==> config.mk <==
export PLATFORM = sky130hd
export DESIGN_NAME = qa_top
export DESIGN_NICKNAME = d
export VERILOG_FILES = /design/src/qa_pkg.sv /design/src/afu_csr.sv /design/src/frame_reader.sv /design/src/status_writer.sv /design/src/write_arbiter.sv /design/src/qa_top.sv
export SDC_FILE = /design/constraint.sdc
export NUM_CORES = 1
export LEC_CHECK = 0
export BUFFER_PORTS_ARGS = -buffer_cell sky130_fd_sc_hd__buf_4
export CORE_AREA = 2 2 658 660
export DETAILED_ROUTE_END_ITERATION = 6
export DIE_AREA = 0 0 660 662
export HOLD_SLACK_MARGIN = 0.02
export PLACE_DENSITY_LB_ADDON = 0.08
export SLEW_MARGIN = 20
export SYNTH_ARGS = -nofsm -noshare
export SYNTH_HDL_FRONTEND = slang
export SYNTH_SLANG_ARGS = --single-unit
==> constraint.sdc <==
create_clock -name clk -period 21 [get_ports clk]
set_input_delay 0 -clock clk [delete_from_list [all_inputs] [get_ports clk]]
set_output_delay 0 -clock clk [all_outputs]
set_load 0.1 [all_outputs]
==> src/qa_pkg.sv <==
package qa_pkg;

   // ========================================================================
   // Widths with a meaning
   // ========================================================================

   // One host cache line of 64 bytes
   typedef logic [511:0] line_t;

   // Host addresses are counted in cache lines, not bytes
   typedef logic [31:0] line_addr_t;

   // Line offset inside the device status memory
   typedef logic [9:0] dsm_offset_t;

   // Index written by software to select a debug dump
   typedef logic [7:0] debug_idx_t;

   // ========================================================================
   // Write channel
   // ========================================================================

   // Write request types understood by the transmit channel
   typedef enum logic [1:0] {
      WrLine = 2'd0,
      WrThru = 2'd1
   } req_type_e;

   typedef struct packed {
      req_type_e  request_type;
      line_addr_t address;
   } write_header_t;

   // What a requester offers to the write arbiter, held until granted
   typedef struct packed {
      logic          request;
      write_header_t header;
      line_t         data;
   } write_req_t;

   typedef struct packed {
      logic status_grant;
      logic ext_grant;
   } write_grant_t;

   // Registered line sent to the transmit channel
   typedef struct packed {
      logic          valid;
      write_header_t header;
      line_t         data;
   } tx_line_t;

   // ========================================================================
   // Configuration, debug and receive records
   // ========================================================================

   // The trigger is nonzero for exactly one cycle per software request
   typedef struct packed {
      line_addr_t dsm_base;
      logic       dsm_base_valid;
      debug_idx_t trigger_debug;
   } afu_csr_t;

   // Debug record sized so that the index byte completes a full line
   typedef struct packed {
      logic [31:0]  rx_count;
      logic [31:0]  rx_last_addr;
      logic [31:0]  rx_xor;
      logic [407:0] pad;
   } debug_rsp_t;

   // One incoming read response line
   typedef struct packed {
      logic       valid;
      line_addr_t addr;
      line_t      data;
   } rx_line_t;

   // Word 0 holds ACED0000 up to word 3 holding ACED0003, all others are zero
   localparam line_t AFU_ID = {384'h0, 32'haced0003, 32'haced0002,
                               32'haced0001, 32'haced0000};

   // Convert a DSM line offset into a host line address
   function automatic line_addr_t dsm_offset2addr(input dsm_offset_t offset,
                                                  input line_addr_t  base);
      return base + line_addr_t'(offset);
   endfunction

endpackage

==> src/afu_csr.sv <==
`timescale 1ns/1ps

module afu_csr (
   input  logic            clk,
   input  logic            resetb,
   input  logic            csr_write,
   input  logic [3:0]      csr_addr,
   input  logic [31:0]     csr_data,
   output qa_pkg::afu_csr_t csr
);

   import qa_pkg::*;

   // Word addresses of the registers that this block decodes
   localparam logic [3:0] CSR_DSM_BASE      = 4'd1;
   localparam logic [3:0] CSR_TRIGGER_DEBUG = 4'd2;

   line_addr_t dsm_base;
   logic       dsm_base_valid;
   debug_idx_t trigger_debug;

   // Strobes decoded from the register write
   logic write_base;
   logic write_trigger;

   assign write_base    = csr_write && (csr_addr == CSR_DSM_BASE);
   assign write_trigger = csr_write && (csr_addr == CSR_TRIGGER_DEBUG);

   // ========================================================================
   // DSM base address
   // ========================================================================

   // Host line address of the DSM, loaded by a base register write
   always_ff @(posedge clk) begin
      if (write_base) begin
         dsm_base <= csr_data;
      end
   end

   // Once software has set the base it stays valid until the next reset
   always_ff @(posedge clk) begin
      if (!resetb) begin
         dsm_base_valid <= 1'b0;
      end else if (write_base) begin
         dsm_base_valid <= 1'b1;
      end
   end

   // ========================================================================
   // Debug trigger
   // ========================================================================

   // A write of index zero means no request, so it never makes a pulse
   // The pulse lasts one cycle and drops back to zero on its own
   always_ff @(posedge clk) begin
      if (!resetb) begin
         trigger_debug <= '0;
      end else if (write_trigger && (csr_data[7:0] != 8'h00)) begin
         trigger_debug <= csr_data[7:0];
      end else begin
         trigger_debug <= '0;
      end
   end

   // Writes to all other addresses fall through with no effect
   // Every effect is visible one cycle after the strobe
   assign csr = '{
      dsm_base:       dsm_base,
      dsm_base_valid: dsm_base_valid,
      trigger_debug:  trigger_debug
   };

endmodule

==> src/frame_reader.sv <==
`timescale 1ns/1ps

module frame_reader (
   input  logic               clk,
   input  logic               resetb,
   input  qa_pkg::rx_line_t   rx,
   output qa_pkg::debug_rsp_t dbg_rsp
);

   import qa_pkg::*;

   // Running statistics over all response lines since reset
   logic [31:0] rx_count;
   line_addr_t  rx_last_addr;
   logic [31:0] rx_xor;

   // ========================================================================
   // Statistics
   // ========================================================================

   // Every valid line bumps the count by one
   always_ff @(posedge clk) begin
      if (!resetb) begin
         rx_count <= '0;
      end else if (rx.valid) begin
         rx_count <= rx_count + 32'd1;
      end
   end

   // The address of the most recent line, zero until one arrives
   always_ff @(posedge clk) begin
      if (!resetb) begin
         rx_last_addr <= '0;
      end else if (rx.valid) begin
         rx_last_addr <= rx.addr;
      end
   end

   // A cheap checksum over the low word of each line
   // Only word 0 is folded in, which is enough to tell lines apart in a dump
   always_ff @(posedge clk) begin
      if (!resetb) begin
         rx_xor <= '0;
      end else if (rx.valid) begin
         rx_xor <= rx_xor ^ rx.data[31:0];
      end
   end

   // ========================================================================
   // Debug record
   // ========================================================================

   // The status writer puts its index byte above this record
   // Updates from a line show here one cycle after its valid cycle
   assign dbg_rsp = '{
      rx_count:     rx_count,
      rx_last_addr: rx_last_addr,
      rx_xor:       rx_xor,
      pad:          '0
   };

endmodule

==> src/status_writer.sv <==
`timescale 1ns/1ps

module status_writer (
   input  logic                 clk,
   input  logic                 resetb,
   input  qa_pkg::afu_csr_t     csr,
   input  qa_pkg::write_grant_t write_grant,
   input  qa_pkg::debug_rsp_t   dbg_frame_reader,
   output qa_pkg::write_req_t   status_req
);

   import qa_pkg::*;

   // INIT sends the accelerator ID, DEBUG sends one dump, IDLE waits
   typedef enum logic [1:0] {
      STATE_INIT,
      STATE_IDLE,
      STATE_DEBUG
   } state_t;

   // Every status line goes to line 0 of the DSM
   localparam dsm_offset_t STATUS_OFFSET = '0;

   // Debug index that selects the frame reader record
   localparam debug_idx_t DBG_FRAME_READER = 8'd1;

   state_t     state;
   state_t     next_state;
   debug_idx_t debug_req;
   debug_rsp_t debug_rsp;
   line_t      debug_line;

   // ========================================================================
   // Debug dump
   // ========================================================================

   // Software may not trigger again before the dump leaves, so the index
   // only has to be caught once per dump
   always_ff @(posedge clk) begin
      if ((state == STATE_IDLE) && (csr.trigger_debug != '0)) begin
         debug_req <= csr.trigger_debug;
      end
   end

   // Unknown indexes report an all-zero record
   always_comb begin
      case (debug_req)
         DBG_FRAME_READER: debug_rsp = dbg_frame_reader;
         default:          debug_rsp = '0;
      endcase
   end

   // Index in the top byte, the selected record below it
   assign debug_line = {debug_req, debug_rsp};

   // ========================================================================
   // FSM
   // ========================================================================

   always_ff @(posedge clk) begin
      if (!resetb) begin
         state <= STATE_INIT;
      end else begin
         state <= next_state;
      end
   end

   // Only one line is in flight at a time
   // A trigger is noticed only while nothing else is pending
   always_comb begin
      next_state = state;
      if (write_grant.status_grant) begin
         next_state = STATE_IDLE;
      end else if ((state == STATE_IDLE) && (csr.trigger_debug != '0)) begin
         next_state = STATE_DEBUG;
      end
   end

   // ========================================================================
   // Write request
   // ========================================================================

   // Nothing may be written until software has told us where the DSM lives
   // The request stays up until the arbiter grants it
   assign status_req.request             = (state != STATE_IDLE) && csr.dsm_base_valid;
   assign status_req.header.request_type = WrLine;
   assign status_req.header.address      = dsm_offset2addr(STATUS_OFFSET, csr.dsm_base);
   assign status_req.data                = (state == STATE_DEBUG) ? debug_line : AFU_ID;

endmodule

==> src/write_arbiter.sv <==
`timescale 1ns/1ps

module write_arbiter (
   input  logic                 clk,
   input  logic                 resetb,
   input  qa_pkg::write_req_t   status_req,
   input  qa_pkg::write_req_t   ext_req,
   input  logic                 tx_almost_full,
   output qa_pkg::write_grant_t write_grant,
   output qa_pkg::tx_line_t     tx
);

   import qa_pkg::*;

   logic          status_grant;
   logic          ext_grant;
   logic          any_grant;
   write_req_t    winner;

   // Registered transmit line
   logic          tx_valid;
   write_header_t tx_header;
   line_t         tx_data;

   // ========================================================================
   // Grant
   // ========================================================================

   // Status traffic is rare and short, so it always goes first
   // Almost-full blocks both sides and the requests simply wait
   assign status_grant = status_req.request && !tx_almost_full;
   assign ext_grant    = ext_req.request && !tx_almost_full && !status_grant;
   assign any_grant    = status_grant || ext_grant;

   assign write_grant = '{
      status_grant: status_grant,
      ext_grant:    ext_grant
   };

   // Pick the granted request for the transmit register
   assign winner = status_grant ? status_req : ext_req;

   // ========================================================================
   // Transmit register
   // ========================================================================

   // The line leaves exactly one cycle after its grant
   always_ff @(posedge clk) begin
      if (!resetb) begin
         tx_valid <= 1'b0;
      end else begin
         tx_valid <= any_grant;
      end
   end

   // Header and data only load on a grant, so they hold between lines
   always_ff @(posedge clk) begin
      if (any_grant) begin
         tx_header <= winner.header;
         tx_data   <= winner.data;
      end
   end

   assign tx = '{
      valid:  tx_valid,
      header: tx_header,
      data:   tx_data
   };

endmodule

==> src/qa_top.sv <==
`timescale 1ns/1ps

module qa_top (
   input  logic               clk,
   input  logic               resetb,
   input  logic               csr_write,
   input  logic [3:0]         csr_addr,
   input  logic [31:0]        csr_data,
   input  qa_pkg::rx_line_t   rx,
   input  qa_pkg::write_req_t ext_req,
   output logic               ext_grant,
   input  logic               tx_almost_full,
   output qa_pkg::tx_line_t   tx
);

   import qa_pkg::*;

   afu_csr_t     csr;
   write_grant_t write_grant;
   debug_rsp_t   dbg_frame_reader;
   write_req_t   status_req;

   // Register writes from software, giving the DSM base and debug trigger
   afu_csr u_afu_csr (
      .clk       (clk),
      .resetb    (resetb),
      .csr_write (csr_write),
      .csr_addr  (csr_addr),
      .csr_data  (csr_data),
      .csr       (csr)
   );

   // Statistics over incoming read responses
   frame_reader u_frame_reader (
      .clk     (clk),
      .resetb  (resetb),
      .rx      (rx),
      .dbg_rsp (dbg_frame_reader)
   );

   // Accelerator ID after reset, one debug dump per trigger
   status_writer u_status_writer (
      .clk              (clk),
      .resetb           (resetb),
      .csr              (csr),
      .write_grant      (write_grant),
      .dbg_frame_reader (dbg_frame_reader),
      .status_req       (status_req)
   );

   // Status and external writes share the transmit channel
   write_arbiter u_write_arbiter (
      .clk            (clk),
      .resetb         (resetb),
      .status_req     (status_req),
      .ext_req        (ext_req),
      .tx_almost_full (tx_almost_full),
      .write_grant    (write_grant),
      .tx             (tx)
   );

   // The external requester needs its grant to drop its request
   assign ext_grant = write_grant.ext_grant;

endmodule

==> results of run 1 <==
==> placed cells by master, fill, tap and decap left out, types with 2 or more instances in the layout <==
cell type and count:
xnor2_1 4, and3_1 3, and4_1 2, clkinv_2 18, nand2b_1 3, nand3_1 15, clkbuf_16 115, nor3_1 3
nand2_1 156, o21ai_1 2, buf_12 2, xor2_1 39, clkinv_1 15, nand4_1 6, clkbuf_8 11, o21a_1 46
diode_2 26, dfxtp_1 108, nand3b_1 2, and2_1 374, mux2i_1 33, a21oi_1 23, o31ai_1 11, edfxtp_1 586
nor2_1 78, buf_4 1222, o21ai_0 7, nor4_1 4, clkinv_8 2, or3_1 9, a22o_1 96, bufinv_16 8
or4_1 15, inv_1 6, nor3_2 2, clkbuf_1 32, dlygate4sd3_1 1236, clkinvlp_4 3
==> per-stage QoR <==
stage          hold WS (ns)    util
5_1_grt              0.0487   0.135
6_report             0.0996   0.135
3_5_place_dp          0.179  0.0977
4_1_cts              0.0202   0.135
2_1_floorplan        0.0989       -
3_3_place_gp          0.179  0.0977
==> state kept, by name, indices dropped and copies added (netlist names) <==
name                         flops
u_frame_reader.rx_xor           32
u_afu_csr.trigger_debug          8
u_afu_csr.dsm_base              32
u_write_arbiter.tx_valid         1
u_status_writer.state            2
u_afu_csr.dsm_base_valid         1
u_frame_reader.rx_last_addr     32
u_write_arbiter.tx              34
u_write_arbiter.tx_data        512
u_frame_reader.rx_count         32
u_status_writer.debug_req        8
==> worst min path at each step <==
stage | end | slack, ns | cells after the start
after floorplan | u_afu_csr.dsm_base[0] | 0.1 | 0
after global routing | u_write_arbiter.tx_data[497] | 0.05 | 3
after CTS | u_write_arbiter.tx_data[498] | 0.02 | 3
after global placement | u_afu_csr.dsm_base[9] | 0.18 | 1
final | u_write_arbiter.tx_data[390] | 0.1 | 3
after detailed placement | u_afu_csr.dsm_base[17] | 0.18 | 1
==> worst max-delay path, cell delays in order <==
cell and delay [ns]:
dlygate4sd3_1 0.62, buf_4 0.18, nand2b_1 0.17, dlygate4sd3_1 0.67, nand2_4 0.31, buf_4 0.72
buf_4 0.69, buf_4 0.79, buf_4 0.82
==> logic make-up (layout without fill, tap and decap cells) <==
group	count (synthesis)	count (layout)	synth area share
flip-flops	694	694	0.759
AND/OR/NAND/NOR	679	679	0.141
AO/OA/AOI/OAI	186	186	0.0552
buffers and inverters	114	2674	0.0170
XOR/XNOR	43	43	0.0145
multiplexers	33	33	0.0127
adder cells (fa/ha/maj)	1	1	0.000481
other	0	26	0
==> layer usage <==
layer,vias up,part of all wire
met5,-,0.00051
met4,16,0.025
met3,280,0.12
met2,906,0.46
met1,12000,0.39
li1,11300,-
==> area by class of cell <==
class | count | area, µm² | share of cell area
Tap cell | 5710 | 7140 | 0.123
Clock inverter | 49 | 479 | 0.00825
Sequential cell | 694 | 19800 | 0.340
Timing Repair Buffer | 2460 | 21600 | 0.372
Antenna cell | 26 | 65.1 | 0.00112
Multi-Input combinational cell | 942 | 5850 | 0.101
Clock buffer | 158 | 3150 | 0.0542
Inverter | 7 | 28.8 | 0.000496
==> power by group <==
group	switching [mW]	total, mW	internal (mW)
combinational	0.584	0.912	0.328
sequential	0.0332	1.60	1.57
clock	0.810	1.95	1.14
total	1.43	4.46	3.03
==> repair_timing <==
action	4_1_cts	5_1_grt
hold endpoints to repair	733	0
setup endpoints to repair	0	0
hold buffers	1236	0
gates resized for setup	0	0
==> metrics.txt, run 1 <==
Initial DRC Count=837; CP Data Required Time=21.47 ns; htree depth=3; initial antenna violation count=77; Mapped Cells=1,750; Tot Pwr=4.46 mW; die width=660 µm; Initial Util=0.0606; Cell Area, Placed=42,000 µm²; fin. max-slew vios=0; setup tns final=0 ns; Clock Path Buffers=4; worst-path fanout max=60; worst r2r src=u_status_writer.state[1]; vias in the first global route=26,300; DRT Wirelength=223,000 µm; crit path DAT=5.31 ns; largest net degree at the start of global routing=137; WL/cell=22.2 µm; P_leak=21.6 nW; peak supply drop=0.0000645 V; top post-synthesis cells by count=edfxtp_1 (586), and2_1 (374), nand2_1 (158); CTS buffer count=114; Mapped Nets=2,883; Layout area overhead=123%; port buffer count=1,199; Synth area leaders=edfxtp_1 (68%), and2_1 (9.0%), dfxtp_1 (8.3%), a22o_1 (3.2%), nand2_1 (2.3%); Fillers=48,700; Worst Setup SP=tx_almost_full; final setup fails=0; yosys warns=0; endpoint class of the critical path=register; Tmin final=4.84 ns; HPWL Detailed=179,000 µm; fin crit share=0.230; IO Pins=1,680; Hold Fails Final Rpt=0; CP startpoint kind=input port; hold path startpoint=ext_req[390]; core area=430,000 µm²; CTS sink cnt=694; first-pass GRT wire length=280,000 µm; worst skew pair latency=0.88 ns; Synth top area share=0.676; Setup Skew=0.0596 ns; final non-filler cell total=10,000; CTS root buf=clkbuf_16; Pwr per Cell Area=76.8 nW/µm²; drt drc=0; final setup margin=16.16 ns; crit path to=u_write_arbiter.tx_data[248]; DRT Pass-1 Iters=4; layout cells sized above 1=0.323; status=finished clean; worst slack, placed=15.96 ns; design area=58,100 µm²; unrepaired setup endpoints after global routing=false; flop-to-flop setup slack=16.17 ns; R2R depth=7; Seq/Total Area, Yosys=0.759; Final Wtd Congestion=0.733; Main synth FF type=edfxtp_1; total grt overflow=0; area leader, netlist=edfxtp_1; GRT Total Usage=0.0983; EDFF count, synth=586; final-stage net count=5,352; max capacitance violation total=0; Detail Route Antenna Nets=0; most common cell in the synthesized netlist=edfxtp_1; Die Span Y=662 µm; Tightest Pin Transition=1.03 ns; clock-pin slew on the worst setup and hold paths=0.05 ns; max_slew headroom=0.311; RR Endpoint=u_write_arbiter.tx_data[248]; type of the most critical hold path=input port to register; Mapped Area=26,000 µm²; Post-Place Cells=8,577; syn avg cell area=14.9 µm²; Async SR Flop Fraction=0; Post CTS Setup Buffer Count=0; via-per-instance ratio=2.44; CTS tree=yes; grt met3 use=0.0524; vias=24,500; Yosys cell types=37; gr busiest metal=met2; GR Util met2=0.163; Seq cells post-synth=694; Die Area=437,000 µm²; M1 GR Usage=0.110; row cnt=241; WS Path Type=input port to register; Fmax=207 MHz
Power figures use the tool's default switching activity.
==> inputs of run 2 (changes only) <==
==> constraint.sdc (replaced) <==
create_clock -name clk -period 4.8 [get_ports clk]
set_input_delay 0 -clock clk [delete_from_list [all_inputs] [get_ports clk]]
set_output_delay 0 -clock clk [all_outputs]
set_load 0.1 [all_outputs]
==> metrics.txt, run 2 (synthesized netlist as in run 1, its figures left out) <==
htree depth=3 (unchanged); CP Data Required Time=5.53 ns (-15.94 ns); Detail Route Antenna Nets=0 (unchanged); Register Area=19,800 µm² (unchanged); most frequent cells in the layout=dlygate4sd3_1 (1,258), buf_4 (1,225), edfxtp_1 (586); Clock Path Buffers=4 (unchanged); Tightest Pin Transition=1.15 ns (+0.115 ns); Gate power share=0.209 (+0.005); Setup Skew=0.0877 ns (+0.0281 ns); Min-Delay Path Depth=3 (unchanged); DRT Wirelength=221,000 µm (-0.81%); Hold Fails Final Rpt=0 (unchanged); final non-filler cell total=10,100 (+0.20%); Die Area=437,000 µm² (unchanged); most common cell after layout, fill and taps aside=dlygate4sd3_1; flop-to-flop setup slack=1.79 ns (-14.38 ns); Top reg by flops=u_write_arbiter.tx_data; fin. max-slew vios=0 (unchanged); setup tns final=0 ns (unchanged); CTS tree=yes; final-stage net count=5,386 (+0.64%); Post-CTS Hold Buffers=1,258 (+1.8%); RR Endpoint=u_write_arbiter.tx_data[491]; IO Pins=1,680 (unchanged); Fmax=332 MHz; Multi-input gate area=5860 µm² (about the same); drt drc=0 (unchanged); status=finished clean; CP startpoint kind=register; fin crit share=0.627; Tot Pwr=19.2 mW (+330%); Fillers=48,800 (+0.15%); final setup fails=0 (unchanged); worst skew pair latency=0.89 ns (about the same); switching share of power=0.320 (about the same); net load switching power=6.15 mW (+330%); vias=24,600 (+0.38%); Final Wtd Congestion=0.712 (-2.9%); vias in the first global route=26,800 (+2.0%); initial antenna violation count=83 (+7.8%); CTS sink cnt=694 (unchanged); R2R depth=6 (-1); die width=660 µm (unchanged); worst-path fanout max=105 (+75%); first-pass GRT wire length=279,000 µm (-0.14%); DRT Pass-1 Iters=6 (+2); clock share of power=0.425 (-0.011); Post-Place Cells=8,590 (+0.15%); total grt overflow=0 (unchanged); Tmin final=3.01 ns; Hold WS=0.102 ns (+0.00258 ns); number of flip-flops in the largest register=512 (unchanged); endpoint class of the critical path=register; CTS root buf=clkbuf_16; layout cells sized above 1=0.320 (-0.00255); via-per-instance ratio=2.44 (+0.18%); row cnt=241 (unchanged); max_slew headroom=0.235 (-0.0765); crit path DAT=3.74 ns (-1.57 ns); peak supply drop=0.000296 V (+360%); Layout area overhead=124%; Initial Util=0.0606 (unchanged); worst r2r src=u_status_writer.state[1]; Initial DRC Count=888 (+6.1%); unrepaired setup endpoints after global routing=false; Post CTS Setup Buffer Count=0 (unchanged); hold path startpoint=ext_req[49]; CTS buffer count=113 (-0.88%); port buffer count=1,199 (unchanged); Die Span Y=662 µm (unchanged); Pwr per Cell Area=329 nW/µm² (+330%); worst hold endpoint=u_write_arbiter.tx_data[49]; GRT Total Usage=0.0977 (-0.000591); core area=430,000 µm² (unchanged); WL/cell=22.0 µm (-1.0%); WS Path Type=register to register; clock-pin slew on the worst setup and hold paths=0.06 ns (about the same); sequential power share=0.365 (+0.006); cell internal pwr=13.1 mW (+330%); max capacitance violation total=0 (unchanged); type of the most critical hold path=input port to register; P_leak=21.7 nW (+0.41%); HPWL Detailed=179,000 µm (-0.33%); post-CTS sizing=0 (unchanged); largest net degree at the start of global routing=161 (+18%)
-- run 2: power groups by stage --
stage | registers, mW | clock network, mW | logic, mW
after global routing | 7.04 | 8.84 | 4.26
after global placement | 7.15 | 0 | 3.24
final | 7.01 | 8.17 | 4.02
after floorplan | 8.63 | 0 | 0.360
after detailed placement | 7.15 | 0 | 3.23
after CTS | 7.03 | 8.72 | 4.14
-- run 2: how the worst max path moves through the flow --
stage / slack [ns] / to / depth (start not counted) / start
floorplan: 0.68 / u_write_arbiter.tx[512] / 6 / u_status_writer.state[1]
global placement: 1.81 / u_write_arbiter.tx_data[474] / 5 / u_status_writer.state[1]
detailed placement: 1.85 / u_write_arbiter.tx_data[338] / 5 / u_status_writer.state[1]
CTS: 1.70 / u_write_arbiter.tx_data[491] / 6 / u_status_writer.state[1]
global route: 1.55 / u_write_arbiter.tx_data[491] / 6 / u_status_writer.state[1]
finish: 1.79 / u_write_arbiter.tx_data[491] / 6 / u_status_writer.state[1]
-- run 2: per-stage QoR --
| stage | setup WS [ns] | util | instance area (µm²) |
|---|---|---|---|
| 2_1_floorplan | 0.681 | - | 26000 |
| 3_3_place_gp | 1.81 | 0.0983 | 42200 |
| 3_5_place_dp | 1.85 | 0.0983 | 42200 |
| 4_1_cts | 1.70 | 0.136 | 58300 |
| 5_1_grt | 1.55 | 0.136 | 58300 |
| 6_report | 1.79 | 0.136 | 58300 |
-- run 2: critical path, cell delays in order, from the launching register on --
cell and delay (ns):
dfxtp_1 0.31, nand2b_1 0.24, nand3b_1 0.31, buf_12 0.43, buf_4 0.61, a22o_1 0.23
dlygate4sd3_1 0.54
-- run 2: area by class of cell --
| cell class | count | area share |
|---|---|---|
| timing repair buffer | 2495 | 0.378 |
| sequential | 694 | 0.339 |
| tap | 5710 | 0.122 |
| multi-input combinational | 942 | 0.100 |
| clock buffer | 159 | 0.0532 |
| clock inverter | 41 | 0.00641 |
| antenna | 18 | 0.000772 |
| inverter | 7 | 0.000493 |
-- run 2: per-layer routing --
layer / up-vias / track usage / routed length (µm)
li1: 11300 / - / -
met4: 22 / 0.0236 / 5530
met5: - / 0 / 151
met3: 292 / 0.0495 / 26200
met1: 11900 / 0.110 / 86400
met2: 974 / 0.163 / 103000
